$ cat src/tcp_tx_pkg.sv
`default_nettype none

package tcp_tx_pkg;

  // plain widths
  typedef logic [7:0]  byte_t;
  typedef logic [15:0] port_t;
  typedef logic [31:0] seq_t;
  typedef logic [31:0] ipv4_addr_t;
  typedef logic [15:0] chsum_t;
  typedef logic [31:0] chsum_acc_t; // unfolded ones-complement sum
  typedef logic [15:0] len_t;

  // fixed header fields, offset and checksum are filled in by the engine
  typedef struct packed {
    port_t      src_port;
    port_t      dst_port;
    seq_t       seq_num;
    seq_t       ack_num;
    logic [8:0] flags;    // ns..fin
    logic [15:0] win_size;
    logic [15:0] urg_ptr;
  } tcp_hdr_t;

  typedef struct packed {
    seq_t left;
    seq_t right;
  } sack_block_t;

  // connection-wide option settings
  typedef struct packed {
    logic [15:0] mss;
    logic [7:0]  win_shift;
    logic        mss_en;
    logic        win_en;
    logic        sack_perm_en;
    logic        ts_en;
  } tcp_opt_cfg_t;

  // options that change per segment
  typedef struct packed {
    logic              sack_pres;
    logic [3:0]        block_pres;
    sack_block_t [3:0] sack;
    logic [31:0]       ts_val;
    logic [31:0]       ts_ecr;
  } tcp_opt_pkt_t;

  typedef struct packed {
    tcp_hdr_t   hdr;
    ipv4_addr_t src_ip;
    ipv4_addr_t dst_ip;
    len_t       payload_len;
    chsum_acc_t payload_chsum; // partial sum from the caller
  } tcp_seg_t;

  typedef byte_t [0:39] opt_field_t; // byte 0 goes out first
  typedef logic [3:0]   opt_words_t;

  localparam opt_words_t OPT_MAX_WORDS = 4'd10;
  localparam int         HDR_MAX_BYTES = 60;

  // option kinds
  localparam byte_t TCP_OPT_NOP       = 8'd1;
  localparam byte_t TCP_OPT_MSS       = 8'd2;
  localparam byte_t TCP_OPT_WIN       = 8'd3;
  localparam byte_t TCP_OPT_SACK_PERM = 8'd4;
  localparam byte_t TCP_OPT_SACK      = 8'd5;
  localparam byte_t TCP_OPT_TIMESTAMP = 8'd8;

  localparam byte_t IP_PROTO_TCP = 8'd6;

endpackage

`default_nettype wire

$ cat src/tcp_chsum_calc.sv
`timescale 1ns/1ps
`default_nettype none

module tcp_chsum_calc (
  input  logic                   clk,
  input  logic                   fsm_rst,
  input  logic                   start,
  input  tcp_tx_pkg::tcp_seg_t   seg,
  input  tcp_tx_pkg::opt_field_t opt_field,
  input  tcp_tx_pkg::opt_words_t opt_words,
  output tcp_tx_pkg::chsum_t     chsum,
  output logic                   chsum_done
);

  import tcp_tx_pkg::*;

  typedef enum logic [1:0] {cs_idle, cs_add, cs_fold} cs_state_t;

  cs_state_t         state;
  logic [4:0]        hdr_words; // header length in 32-bit words
  len_t              tcp_len;
  logic [0:35][15:0] words;     // pseudo header then tcp header
  logic [0:34][15:0] word_sr;
  chsum_acc_t        acc;
  logic [5:0]        left_cnt;
  logic [16:0]       fold_sum;

  assign hdr_words = 5'd5 + 5'(opt_words);
  assign tcp_len   = len_t'({hdr_words, 2'b00}) + seg.payload_len;

  assign words = {
    seg.src_ip, seg.dst_ip, 8'h00, IP_PROTO_TCP, tcp_len,
    seg.hdr.src_port, seg.hdr.dst_port, seg.hdr.seq_num, seg.hdr.ack_num,
    hdr_words[3:0], 3'b000, seg.hdr.flags, seg.hdr.win_size,
    16'h0000, // checksum field counts as zero
    seg.hdr.urg_ptr,
    opt_field
  };

  assign fold_sum = {1'b0, acc[31:16]} + {1'b0, acc[15:0]};

  always_ff @(posedge clk) begin
    if (fsm_rst) begin
      state      <= cs_idle;
      chsum_done <= 1'b0;
      left_cnt   <= '0;
    end else begin
      chsum_done <= 1'b0;
      case (state)
        cs_idle: if (start) begin
          state    <= cs_add;
          left_cnt <= 6'({hdr_words, 1'b0}) + 6'd5; // first word goes in at start
        end
        cs_add: begin
          left_cnt <= left_cnt - 6'd1;
          if (left_cnt == 6'd1) state <= cs_fold;
        end
        cs_fold: begin
          state      <= cs_idle;
          chsum_done <= 1'b1;
        end
        default: state <= cs_idle;
      endcase
    end
  end

  always_ff @(posedge clk) begin
    if (state == cs_idle && start) begin
      acc     <= seg.payload_chsum + chsum_acc_t'(words[0]);
      word_sr <= words[1:35];
    end else if (state == cs_add) begin
      acc     <= acc + chsum_acc_t'(word_sr[0]);
      word_sr <= {word_sr[1:34], 16'h0};
    end
    if (state == cs_fold) chsum <= ~(fold_sum[15:0] + 16'(fold_sum[16]));
  end

  // opt_done only comes once per accepted segment
  a_start_idle: assert property (@(posedge clk) disable iff (fsm_rst)
    start |-> state == cs_idle);

endmodule

`default_nettype wire

$ cat config.mk
export PLATFORM = sky130hd
export DESIGN_NAME = tcp_chsum_calc
export DESIGN_NICKNAME = d
export VERILOG_FILES = /design/src/tcp_tx_pkg.sv /design/src/tcp_chsum_calc.sv
export SDC_FILE = /design/constraint.sdc
export NUM_CORES = 1
export LEC_CHECK = 0
export ABC_AREA = 1
export BUFFER_PORTS_ARGS = -buffer_cell sky130_fd_sc_hd__buf_2
export CORE_MARGIN = 2
export CORE_UTILIZATION = 35
export CTS_BUF_LIST = sky130_fd_sc_hd__clkbuf_8
export CTS_CLUSTER_DIAMETER = 30
export DETAILED_ROUTE_END_ITERATION = 8
export PLACE_DENSITY = 0.63
export SLEW_MARGIN = 20
export SYNTH_ARGS = -nofsm -noshare
export SYNTH_HDL_FRONTEND = slang
export SYNTH_SLANG_ARGS = --single-unit
$ cat constraint.sdc
create_clock -name clk -period 25 [get_ports clk]
set_input_delay 2.5 -clock clk [delete_from_list [all_inputs] [get_ports clk]]
set_output_delay 2.5 -clock clk [all_outputs]
set_load 0.05 [all_outputs]
==> Yosys cells after proc, flatten, opt, wreduce, memory -nomap -nowiden <==
Index checks and enable logic that the tools add are counted.
{ "totals": {"wordCells": 71, "output_inout_bits": 17, "reg_bits": 617} }
{ "op_classes": {"addsub": 8, "n_eq_ne": 5, "bitwise": 1, "n_reduce_logical": 6, "mux": 10} }
{ "ops": {"columns": ["cell", "count"], "rows": [
  ["$mux W560", 2],
  ["$add A32 B16 Y32", 2],
  ["$mux W32", 2],
  ["$add A16 B16 Y17", 1],
  ["$add A16 B1 Y16", 1],
  ["$add A7 B16 Y16", 1],
  ["$not A16 Y16", 1],
  ["$pmux W6 S2", 1],
  ["$add A6 B3 Y6 const B", 1],
  ["$eq A6 B1 Y1 const B", 1],
  ["$mux W6", 1],
  ["$sub A6 B1 Y6 const B", 1],
  ["$add A3 B4 Y5 const A", 1],
  ["$mux W2", 2],
  ["$ne A2 B2 Y1 const B", 2],
  ["$pmux W2 S2", 1],
  ["$reduce_and A2 Y1", 2],
  ["$reduce_bool A2 Y1", 2],
  ["$eq A2 B1 Y1 const B", 1],
  ["$eq A2 B2 Y1 const B", 1],
  ["$logic_not A2 Y1", 1],
  ["$logic_and A1 B1 Y1", 1],
  ["$mux W1", 1]
]} }

==> Longest topological paths before layout <==
Gate-level depths: netlist (run 1).
{ "logic_depth": {"depth_word": 4, "depth_mapped": 20, "depth_no_buf": 20} }

==> Least setup slack after synthesis (run 1) <==
OpenSTA, ideal clock, no wires.
{ "synth_path": {"path_type": "input-to-reg", "start": "input start", "end": "register left_cnt[5]", "setup_slack_ns": 10.413, "arrival_ns": 14.483, "cell_stages": 6, "path_buffers": 0, "setup_time_ns": 0.105, "required_ns": 24.895, "cell_sequence": "nand2_1 -> clkinv_1 -> nor2_1 -> inv_1 -> o211ai_1 -> a21oi_1"} }
{ "synth_via": {"elab_chain_len": 2} }
{ "synth_rtl": {"columns": ["item", "line", "rtl"], "rows": [
  ["start: declaration", "tcp_chsum_calc.sv:7", "input logic start,"],
  ["$ne A2 B2 Y1 (no line)", null, null],
  ["$reduce_and A2 Y1 (no line)", null, null],
  ["end signal: assignment", "tcp_chsum_calc.sv:52", "left_cnt <= 6'({hdr_words, 1'b0}) + 6'd5;"],
  ["end signal: assignment", "tcp_chsum_calc.sv:55", "left_cnt <= left_cnt - 6'd1;"],
  ["end: declaration", "tcp_chsum_calc.sv:25", "logic [5:0] left_cnt;"]
]} }
No other way between the ends.
A chain may end at the register's enable or synchronous reset.

==> Worst setup path after layout (run 1) <==
{ "layout_path": {"start": "input start", "end": "register word_sr[134] (netlist name), enable pin"} }
{ "layout_via": {"elab_chain_len": 2} }
{ "layout_rtl": {"columns": ["item", "line", "rtl"], "rows": [
  ["$logic_and A1 B1 Y1", "tcp_chsum_calc.sv:68", "if (state == cs_idle && start) begin"],
  ["$reduce_bool A2 Y1 (no line)", null, null],
  ["end signal: assignment", "tcp_chsum_calc.sv:70", "word_sr <= words[1:35];"],
  ["end signal: assignment", "tcp_chsum_calc.sv:73", "word_sr <= {word_sr[1:34], 16'h0};"],
  ["end: declaration", "tcp_chsum_calc.sv:23", "logic [0:34][15:0] word_sr;"]
]} }
No other way between the ends.

==> results of run 1 <==
through the flow:
stage,utilization [%],power (W),std cells
4_1_cts,43.6,0.00338,4218
2_1_floorplan,-,0.00199,2421
3_3_place_gp,40.0,0.00218,3966
3_5_place_dp,40.0,0.00219,3966
5_1_grt,43.7,0.00353,4238
6_report,43.7,0.00336,4249
power groups by stage:
stage	registers, W	clock network (W)	logic, W
detailed placement	0.00149	0	0.000708
global placement	0.00149	0	0.000699
floorplan	0.00149	0	0.000500
global route	0.00148	0.00125	0.000794
finish	0.00147	0.00118	0.000706
CTS	0.00147	0.00120	0.000710
flip-flops by register name, indices dropped and copies added, names as in the netlist:
| signal | count |
|---|---|
| word_sr | 560 |
| acc | 32 |
| chsum | 16 |
| left_cnt | 6 |
| state | 2 |
| chsum_done | 1 |
cells in the final DEF (no fill, tap or decap), drive strengths merged, types with 31 or more instances in the layout:
| cell | netlist | routed |
|---|---|---|
| buf | 45 | 609 |
| edfxtp | 573 | 573 |
| a22o | 495 | 495 |
| nand2 | 372 | 372 |
| inv | 168 | 203 |
| nor2 | 192 | 192 |
| clkbuf | 89 | 147 |
| o21ai | 95 | 95 |
| nand3 | 95 | 95 |
| a21oi | 74 | 74 |
| ha | 59 | 59 |
| clkinv | 1 | 52 |
| dfxtp | 44 | 44 |
| diode | 0 | 31 |
area by class of cell:
class / instances / area (sq um)
clock inverters: 105 / 912
diodes: 31 / 77.6
flip-flops and latches: 617 / 18100
clock buffers: 147 / 2020
well taps: 1070 / 1340
repair buffers: 609 / 3090
multi-input cells: 1501 / 9510
inverters: 169 / 657
fillers: 7698 / 46000
worst paths after layout:
path	depth (start not counted)	slack, ps	to
max	7	18420	word_sr[134]$_DFFE_PP_
min	2	440	word_sr[497]$_SDFFE_PP1P_
max reg2reg	6	19620	word_sr[134]$_DFFE_PP_
min reg2reg	2	440	word_sr[497]$_SDFFE_PP1P_
cell families (layout without fill, tap and decap cells):
group           Yosys count  count (layout)  synth area share (%)
mux                       1               1                0.0348
xor+xnor                 25              25                 0.787
fa+ha+maj                63              63                  2.84
compound gates          691             691                  18.7
other cells               0              31                     0
buf+inv                 303            1030                  4.08
flops                   617             617                  62.9
simple gates            721             721                  10.6
layer usage:
| layer | GRT usage [%] | routed length [um] |
|---|---|---|
| met2 | 35.7 | 45300 |
| met5 | 0 | 334 |
| met4 | 7.34 | 2190 |
| met1 | 24.9 | 36100 |
| met3 | 6.94 | 7210 |
worst max-delay path: cells and delay by family:
kind | cells | cell delay [ps]
AND/OR/NAND/NOR | 2 | 690
buffers and inverters | 5 | 3620
==> qor.yml, run 1 <==
status: "finished clean"
crit_chain: "buf_2 -> nand2_4 -> inv_8 -> nor2_1 -> inv_8 -> buf_4 -> buf_4"
syn_area_sq_um: 28800
htree_levels: 4
hold_class: "register to register"
antenna_found_initial: 59
die_x_um: 291
switchingPower_w: 0.00106
dp_hpwl_um: 65500
p_leak_nw: 15.4
clk_latency_ps: 820
pre_cts_ws_ps: 17510
synth_edf_count: 573
clockBufferDepth: 3
syn_inst: 2421
p_int_w: 0.00230
min_from: "word_sr[481]$_DFFE_PP_"
synth.most_common_cell: "edfxtp_1"
cellPowerDensity_nw_per_um2: 94.0
relSlewSlack_pct: 25.9
syn_to_final_growth_pct: 24.1
min_period_over_period_pct: 26.3
skew_ps: 74.7
synth_top_flop_cell: "edfxtp_1"
vias: 21800
setup_violations: 0
postPlaceCellArea_sq_um: 32700
critPathMaxStageDelay_ps: 970
synthesis.nets: 3060
fp.dieArea_sq_um: 84500
syn_area_per_cell_sq_um: 11.9
drive_above_1_share_pct: 27.1
clkPwrFrac_pct: 35.2
cts.clk_slew.worst_paths_ps: 60
cts_buffers: 142
worst-setup-path-type: "input port to register"
dr.pass1.iters: 5
ys_seq_area_share_pct: 62.9
path_max_fanout: 184
cts_root_buffer: "clkbuf_8"
nets: 3679
grt.overflow.total: 0
p_comb_share_pct: 21.0
cts_tree: "yes"
maxCapViolations: 0
worst_slack_ps: 18420
ir_drop_mv: 0.0591
drv_slew: 0
ctsHoldBuffers: 0
slowest_stage: "buf_4"
via_per_inst: 5.13
num_rows: 105
route.detailed.drc: 0
yosys_register_bits: 617
end_kind: "register"
wl_per_cell_um: 21.4
io_buffer_count: 592
synth_top_area_share_pct: 59.8
start_util_pct: 35.2
yosysTopAreaCell: "edfxtp_1"
holdWs_ps: 440
swShare_pct: 31.5
async_flop_share_pct: 0
postCtsSetupBuffers: 0
routed_wl_um: 91100
rsz0062_at_grt: "false"
grt_pass1_wl_um: 133000
worst_pin_slew_ps: 1110
cp.required_ps: 25420
die_h_um: 291
fin_crit_ps: 6580
yosysWarnings: 0
grt_pass1_vias: 21600
finalSetupTns_ps: 0
gp_congestion: 0.923
r2r-start: "state[0]$_SDFFE_PP0P_"
netlist_top_cells_count: "573 x edfxtp_1, 495 x a22o_1, 365 x nand2_1"
crit_start: "start"
grtUsageTotal_pct: 21.0
finish.instance_area_sq_um: 35700
cts_resized: 0
synth_cell_type_count: 48
start_kind: "input port"
grt_max_degree: 185
fmax_ghz: 0.152
yosys-top-cells-area: "edfxtp_1 60%, a22o_1 15%, nand2_1 4.8%"
cp.arrival_ps: 7000
coreArea_sq_um: 81700
io_pins: 593
seq_power_share_pct: 43.8
hold_viol: 0
drt_iter0_markers: 1660
final_antenna_net_count: 0
clock-sinks: 617
Note: power is estimated with default switching activity, not from simulation.
==> run 2: changes to the inputs <==
--- a/config.mk
+++ b/config.mk
@@ -5,7 +5,7 @@
 export SDC_FILE = /design/constraint.sdc
 export NUM_CORES = 1
 export LEC_CHECK = 0
-export ABC_AREA = 1
+export ABC_AREA = 0
 export BUFFER_PORTS_ARGS = -buffer_cell sky130_fd_sc_hd__buf_2
 export CORE_MARGIN = 2
 export CORE_UTILIZATION = 35
==> constraint.sdc (replaced) <==
create_clock -name clk -period 6.6 [get_ports clk]
set_input_delay 0.66 -clock clk [delete_from_list [all_inputs] [get_ports clk]]
set_output_delay 0.66 -clock clk [all_outputs]
set_load 0.05 [all_outputs]
==> run 2 against run 1 <==
Against the previous run: final cell count fell by 11%; worst hold slack got worse by 300 ps; combinational power grew to 3.8 times the previous value; synthesized cell count shrank 19%; clock skew decreased by 5.5 ps; via count decreased by 8.5%; routed wire length is 10% lower; critical path type is now register to register; largest power group unchanged.
==> qor.yml, run 2 <==
die_h_um: 285  # -1.9%
worst_pin_slew_ps: 1220  # +105 ps
slowest_stage: "a2111oi_0"
netlist_top_cells_count: "573 x edfxtp_1, 496 x a22o_1, 133 x nand2_1"
route.detailed.drc: 0  # unchanged
io_buffer_count: 592  # unchanged
critPathMaxStageDelay_ps: 430  # -540 ps
synth_top_flop_cell: "edfxtp_1"
syn_inst: 1966  # -19%
r2r_cells: 19  # +13
p_leak_nw: 14.5  # -6.3%
fin_crit_ps: 4530
drive_above_1_share_pct: 31.8  # +4.7 points
nets: 3230  # -12%
cp.arrival_ps: 5070  # -1930 ps
io_pins: 593  # unchanged
yosys-top-cells-area: "edfxtp_1 62%, a22o_1 16%, dfxtp_1 3.2%"
synth.most_common_cell: "edfxtp_1"
ir_drop_mv: 0.207  # +250%
dp_hpwl_um: 56900  # -13%
yosysTopAreaCell: "edfxtp_1"
fillers: 7222  # -6.2%
clockBufferDepth: 3  # unchanged
cts.clk_slew.worst_paths_ps: 70  # about the same
fmax_ghz: 0.221
cellPowerDensity_nw_per_um2: 379  # +300%
synthesis.nets: 2605  # -15%
coreArea_sq_um: 78600  # -3.8%
cts_resized: 0  # unchanged
rsz0062_at_grt: "false"
largest-register: "word_sr"
crit_top_cell: "nor2b_1"
gp_congestion: 0.871  # -5.7%
p_comb_share_pct: 20.0  # -1.0 points
synth_top_area_share_pct: 62.2  # +2.4 points
reg_top3: "word_sr x560, acc x32, chsum x16"
antenna_found_initial: 50  # -15%
post-route-util_pct: 44.8  # +1.1 points
grt.overflow.total: 0  # unchanged
yosysWarnings: 0  # unchanged
hold_depth: 2  # unchanged
drt_iter0_markers: 1505  # -9.3%
cts_root_buffer: "clkbuf_8"
finish.instance_area_sq_um: 35200  # -1.4%
syn_to_final_growth_pct: 27.2
path_depth: 19  # +12
setup_violations: 0  # unchanged
cts_buffers: 148  # +4.2%
vias: 20000  # -8.5%
via_per_inst: 5.26  # +2.5%
cp.required_ps: 7130  # -18290 ps
drv_slew: 0  # unchanged
ctsHoldBuffers: 0  # unchanged
end_kind: "register"
grt_max_degree: 232  # +25%
htree_levels: 4  # unchanged
synth_cell_type_count: 69  # +44%
num_rows: 103  # -1.9%
yosys_register_bits: 617  # unchanged
layout_common_cells: "592 x buf_2, 573 x edfxtp_1, 496 x a22o_1"
relSlewSlack_pct: 18.8  # -7.0 points
clk_latency_ps: 800  # -20 ps
cts_tree: "yes"
path_max_fanout: 6  # -97%
die_x_um: 285  # -1.9%
worst_slack_ps: 2070  # -16360 ps
fp.dieArea_sq_um: 81300  # -3.8%
grt_pass1_vias: 20000  # -7.2%
ys_seq_area_share_pct: 65.4  # +2.5 points
cp_top_family: "simple AND/OR/NAND/NOR gates"
p_int_w: 0.00947  # +310%
final_antenna_net_count: 0  # unchanged
switchingPower_w: 0.00385  # +260%
wl_per_cell_um: 21.6  # +0.77%
syn_area_per_cell_sq_um: 14.1  # +18%
status: "finished clean"
final_common_cell: "buf_2"
seq_power_share_pct: 41.2  # -2.6 points
synth_edf_count: 573  # unchanged
grtUsageTotal_pct: 19.3  # -1.7 points
hold_class: "input port to register"
largest_register_ffs: 560  # unchanged
critPathBufInv: 1  # -4
min_period_over_period_pct: 68.7
crit_chain: "ha_1 -> inv_1 -> fa_1 -> nor2b_1 -> o21ai_1 -> a21oi_2 -> and4_4 -> a2111oi_4 -> nor2b_1 -> o21ai_0 -> nand2b_1 -> ha_1 -> nor2b_1 -> nand2_1 -> nor4_4 -> nand4_1 -> a2111oi_0 -> nor3_1 -> xor2_1"
swShare_pct: 28.9  # -2.6 points
dr.pass1.iters: 7  # +2
start_util_pct: 35.2  # about the same
skew_ps: 69.2  # -5.51 ps
routed_wl_um: 81900  # -10%
start_kind: "register"
clock-sinks: 617  # unchanged
pre_cts_ws_ps: 2150  # -15360 ps
maxCapViolations: 0  # unchanged
hold_viol: 0  # unchanged
worst-setup-path-type: "register to register"
grt_pass1_wl_um: 120000  # -9.7%
clkPwrFrac_pct: 38.8  # +3.6 points
postCtsSetupBuffers: 0  # unchanged
async_flop_share_pct: 0  # unchanged
postPlaceCellArea_sq_um: 31700  # -3.1%
syn_area_sq_um: 27700  # -3.8%
-- run 2: power by group through the flow --
stage | logic [W] | registers (W) | clock network, W
2_1_floorplan | 0.00191 | 0.00556 | 0
3_3_place_gp | 0.00260 | 0.00555 | 0
3_5_place_dp | 0.00266 | 0.00556 | 0
4_1_cts | 0.00267 | 0.00549 | 0.00528
5_1_grt | 0.00293 | 0.00554 | 0.00548
6_report | 0.00267 | 0.00549 | 0.00517
-- run 2: layer usage --
metal | global-route usage [%] | routed length [um] | vias to the layer above
li1 | - | - | 9210
met2 | 31.3 | 39200 | 810
met1 | 23.6 | 32600 | 9709
met3 | 7.00 | 7570 | 179
met5 | 0 | 276 | -
met4 | 7.29 | 2230 | 44
-- run 2: final cells by class --
type | instances | area (sq um) | area share [%]
diodes | 24 | 60.1 | 0.171
clock buffers | 153 | 2110 | 5.98
clock inverters | 122 | 1340 | 3.80
inverters | 21 | 82.6 | 0.235
multi-input cells | 1192 | 9010 | 25.6
flip-flops and latches | 617 | 18100 | 51.4
well taps | 1050 | 1310 | 3.73
repair buffers | 611 | 3180 | 9.05
-- run 2: stage by stage --
step	total power, W	setup TNS [ps]	cells	hold WS [ps]
finish	0.0133	0	3790	142
global route	0.0140	0	3777	84.7
CTS	0.0135	0	3766	63.8
detailed placement	0.00821	0	3491	448
global placement	0.00814	0	3491	443
floorplan	0.00747	-1739430	1966	433
-- run 2: cell families (layout without fill, tap and decap cells) --
logic type               Yosys count  after routing  synth area share, %
XOR/XNOR                          90             90                 2.85
adder cells (fa/ha/maj)           63             63                 2.96
buffers and inverters            157            907                 2.13
flip-flops                       617            617                 65.4
AO/OA/AOI/OAI                    710            710                 20.6
multiplexers                      12             12                0.434
other                              0             24                    0
AND/OR/NAND/NOR                  317            317                 5.66
-- run 2: final timing paths --
kind | start | to | slack [ps]
max | acc[16]$_DFFE_PP_ | chsum[15]$_DFFE_PP_ | 2070
min | opt_field[227] | word_sr[227]$_DFFE_PP_ | 140
max reg2reg | acc[16]$_DFFE_PP_ | chsum[15]$_DFFE_PP_ | 2070
min reg2reg | word_sr[379]$_SDFFE_PP0P_ | word_sr[379]$_SDFFE_PP0P_ | 450
-- run 2: worst register-to-register path: stages (launching register included) --
cell and delay, ps:
edfxtp_1 420, ha_1 210, inv_1 60, fa_1 390
nor2b_1 200, o21ai_1 140, a21oi_2 290, and4_4 280
a2111oi_4 70, nor2b_1 130, o21ai_0 90, nand2b_1 120
ha_1 160, nor2b_1 230, nand2_1 230, nor4_4 390
nand4_1 180, a2111oi_0 430, nor3_1 140, xor2_1 160
==> run 3: changes to the inputs <==
--- a/config.mk
+++ b/config.mk
@@ -5,7 +5,7 @@
 export SDC_FILE = /design/constraint.sdc
 export NUM_CORES = 1
 export LEC_CHECK = 0
-export ABC_AREA = 0
+export ABC_AREA = 1
 export BUFFER_PORTS_ARGS = -buffer_cell sky130_fd_sc_hd__buf_2
 export CORE_MARGIN = 2
 export CORE_UTILIZATION = 35
==> constraint.sdc (replaced) <==
create_clock -name clk -period 4.61 [get_ports clk]
set_input_delay 0.461 -clock clk [delete_from_list [all_inputs] [get_ports clk]]
set_output_delay 0.461 -clock clk [all_outputs]
set_load 0.05 [all_outputs]
==> run 3 against run 2 <==
Against the previous run: routed wire length rose by 26%; clock power rose by 38%; combinational power rose by 63%; sequential power rose by 45%; design area rose by 17%; highest routed layer unchanged.
==> qor.yml, run 3 (synthesis gave the netlist of run 1 again) <==
io_buffer_count: 592  # unchanged
routed_wl_um: 103000  # +26%
postPlaceCellArea_sq_um: 32800  # +3.5%
io_pins: 593  # unchanged
fp.dieArea_sq_um: 84500  # +3.9%
min_period_over_period_pct: 76.0  # +7.3 points
p_total_w: 0.0194  # +46%
reg_top3: "word_sr x560, acc x32, chsum x16"
num_rows: 105  # +1.9%
grt_pass1_vias: 24900  # +24%
clockBufferDepth: 3  # unchanged
die_x_um: 291  # +1.9%
grt.overflow.total: 0  # unchanged
cts.clk_slew.worst_paths_ps: 60  # about the same
nets: 4177  # +29%
rsz0062_at_grt: "false"
grt_max_degree: 225  # -3.0%
start_util_pct: 35.2  # about the same
seq_power_share_pct: 40.9  # -0.3 points
htree_levels: 4  # unchanged
p_leak_nw: 17.7  # +22%
p_int_w: 0.0133  # +40%
cp.arrival_ps: 4040  # -1030 ps
end_kind: "register"
die_h_um: 291  # +1.9%
cts_tree: "yes"
cp.required_ps: 5150  # -1980 ps
final_antenna_net_count: 0  # unchanged
swShare_pct: 31.5  # +2.6 points
clock-sinks: 617  # unchanged
largest-register: "word_sr"
largest_register_ffs: 560  # unchanged
ir_drop_mv: 0.308  # +49%
route.detailed.drc: 0  # unchanged
clkPwrFrac_pct: 36.7  # -2.1 points
drive_above_1_share_pct: 23.7  # -8.1 points
hold_class: "input port to register"
dp_hpwl_um: 70100  # +23%
layout_common_cells: "592 x buf_2, 573 x edfxtp_1, 495 x a22o_1"
syn_to_final_growth_pct: 42.8
antenna_found_initial: 41  # -18%
start_kind: "register"
path_max_fanout: 7  # +1
switchingPower_w: 0.00613  # +59%
status: "finished clean"
cts_root_buffer: "clkbuf_8"
wl_per_cell_um: 21.6  # -0.15%
cts_buffers: 146  # -1.4%
grt_pass1_wl_um: 150000  # +25%
worst_pin_slew_ps: 1110  # -109 ps
p_comb_share_pct: 22.4  # +2.4 points
drt_iter0_markers: 2055  # +37%
coreArea_sq_um: 81700  # +3.9%
final_common_cell: "buf_2"
via_per_inst: 5.13  # -2.6%
finish.instance_area_sq_um: 41100  # +17%
relSlewSlack_pct: 26.1  # +7.2 points
fillers: 7076  # -2.0%
vias: 24400  # +22%
gp_congestion: 0.937  # +7.6%
worst-setup-path-type: "register to register"
fmax_ghz: 0.285  # +29%
maxCapViolations: 0  # unchanged
hold_viol: 0  # unchanged
dr.pass1.iters: 5  # -2
setup_violations: 0  # unchanged
fin_crit_ps: 3500  # -1030 ps
clk_latency_ps: 820  # +20 ps
cellPowerDensity_nw_per_um2: 473  # +25%
grtUsageTotal_pct: 23.6  # +4.2 points
drv_slew: 0  # unchanged
skew_ps: 82.2  # +12.9 ps
-- run 3: layer usage --
metal	GRT usage (%)	routed length (um)
met1	27.6	39500
met2	40.5	51300
met3	5.64	7600
met4	11.7	4420
met5	0	63
-- run 3: layout make-up --
class	instances	area [sq um]	area share [%]
sequential	617	18100	44.0
inverter	169	672	1.64
clock inverter	118	1200	2.92
timing repair buffer	1103	8100	19.7
tap	1070	1340	3.26
clock buffer	150	2060	5.03
antenna	36	90.1	0.219
multi-input combinational	1501	9530	23.2
-- run 3: path summary, 6_finish.rpt --
path | from | end | slack (ps) | cells after the start
worst min register to register | word_sr[481]$_DFFE_PP_ | word_sr[497]$_SDFFE_PP1P_ | 450 | 2
worst min-delay path | seg[114] | word_sr[322]$_DFFE_PP_ | 90 | 2
worst max register to register | acc[16]$_DFFE_PP_ | chsum[14]$_DFFE_PP_ | 1110 | 20
worst max-delay path | acc[16]$_DFFE_PP_ | chsum[14]$_DFFE_PP_ | 1110 | 20
-- run 3: worst max-delay path, cell delays in order (launching register included) --
cell	delay (ps)
edfxtp_1	540
ha_1	290
inv_1	70
fa_1	390
inv_1	120
nand2_1	80
nand3_1	100
nand2_1	70
nand2_1	90
a21oi_1	70
o21bai_1	220
ha_1	180
nand2_1	60
nor2_1	160
nand3_2	140
nor2_4	190
nand3_4	140
nor3_2	180
nand2_1	70
nand2_1	60
nand2_1	50
-- run 3: per-stage QoR --
| step | setup TNS, ps | setup WS (ps) | std cells | hold slack (ps) | util [%] |
|---|---|---|---|---|---|
| 3_3_place_gp | 0 | 1210 | 3967 | 430 | 40.1 |
| 3_5_place_dp | 0 | 1090 | 3967 | 440 | 40.1 |
| 2_1_floorplan | -2748680 | -4920 | 2421 | 422 | - |
| 5_1_grt | 0 | 696 | 4760 | 31.8 | 50.3 |
| 4_1_cts | 0 | 1140 | 4728 | 2.72 | 50.2 |
| 6_report | 0 | 1110 | 4764 | 87.9 | 50.3 |
-- run 3: what timing repair did --
action | 4_1_cts | 5_1_grt
buffers inserted | 0 | 0
gates resized for setup | 0 | 0
hold endpoints to repair | 497 | 0
hold buffers | 493 | 0
-- run 3: power by group through the flow --
stage | clock (W) | sequential, W | combinational (W)
global placement | 0 | 0.00800 | 0.00397
finish | 0.00713 | 0.00795 | 0.00436
global route | 0.00755 | 0.00801 | 0.00480
floorplan | 0 | 0.00798 | 0.00272
detailed placement | 0 | 0.00802 | 0.00397
CTS | 0.00723 | 0.00793 | 0.00434
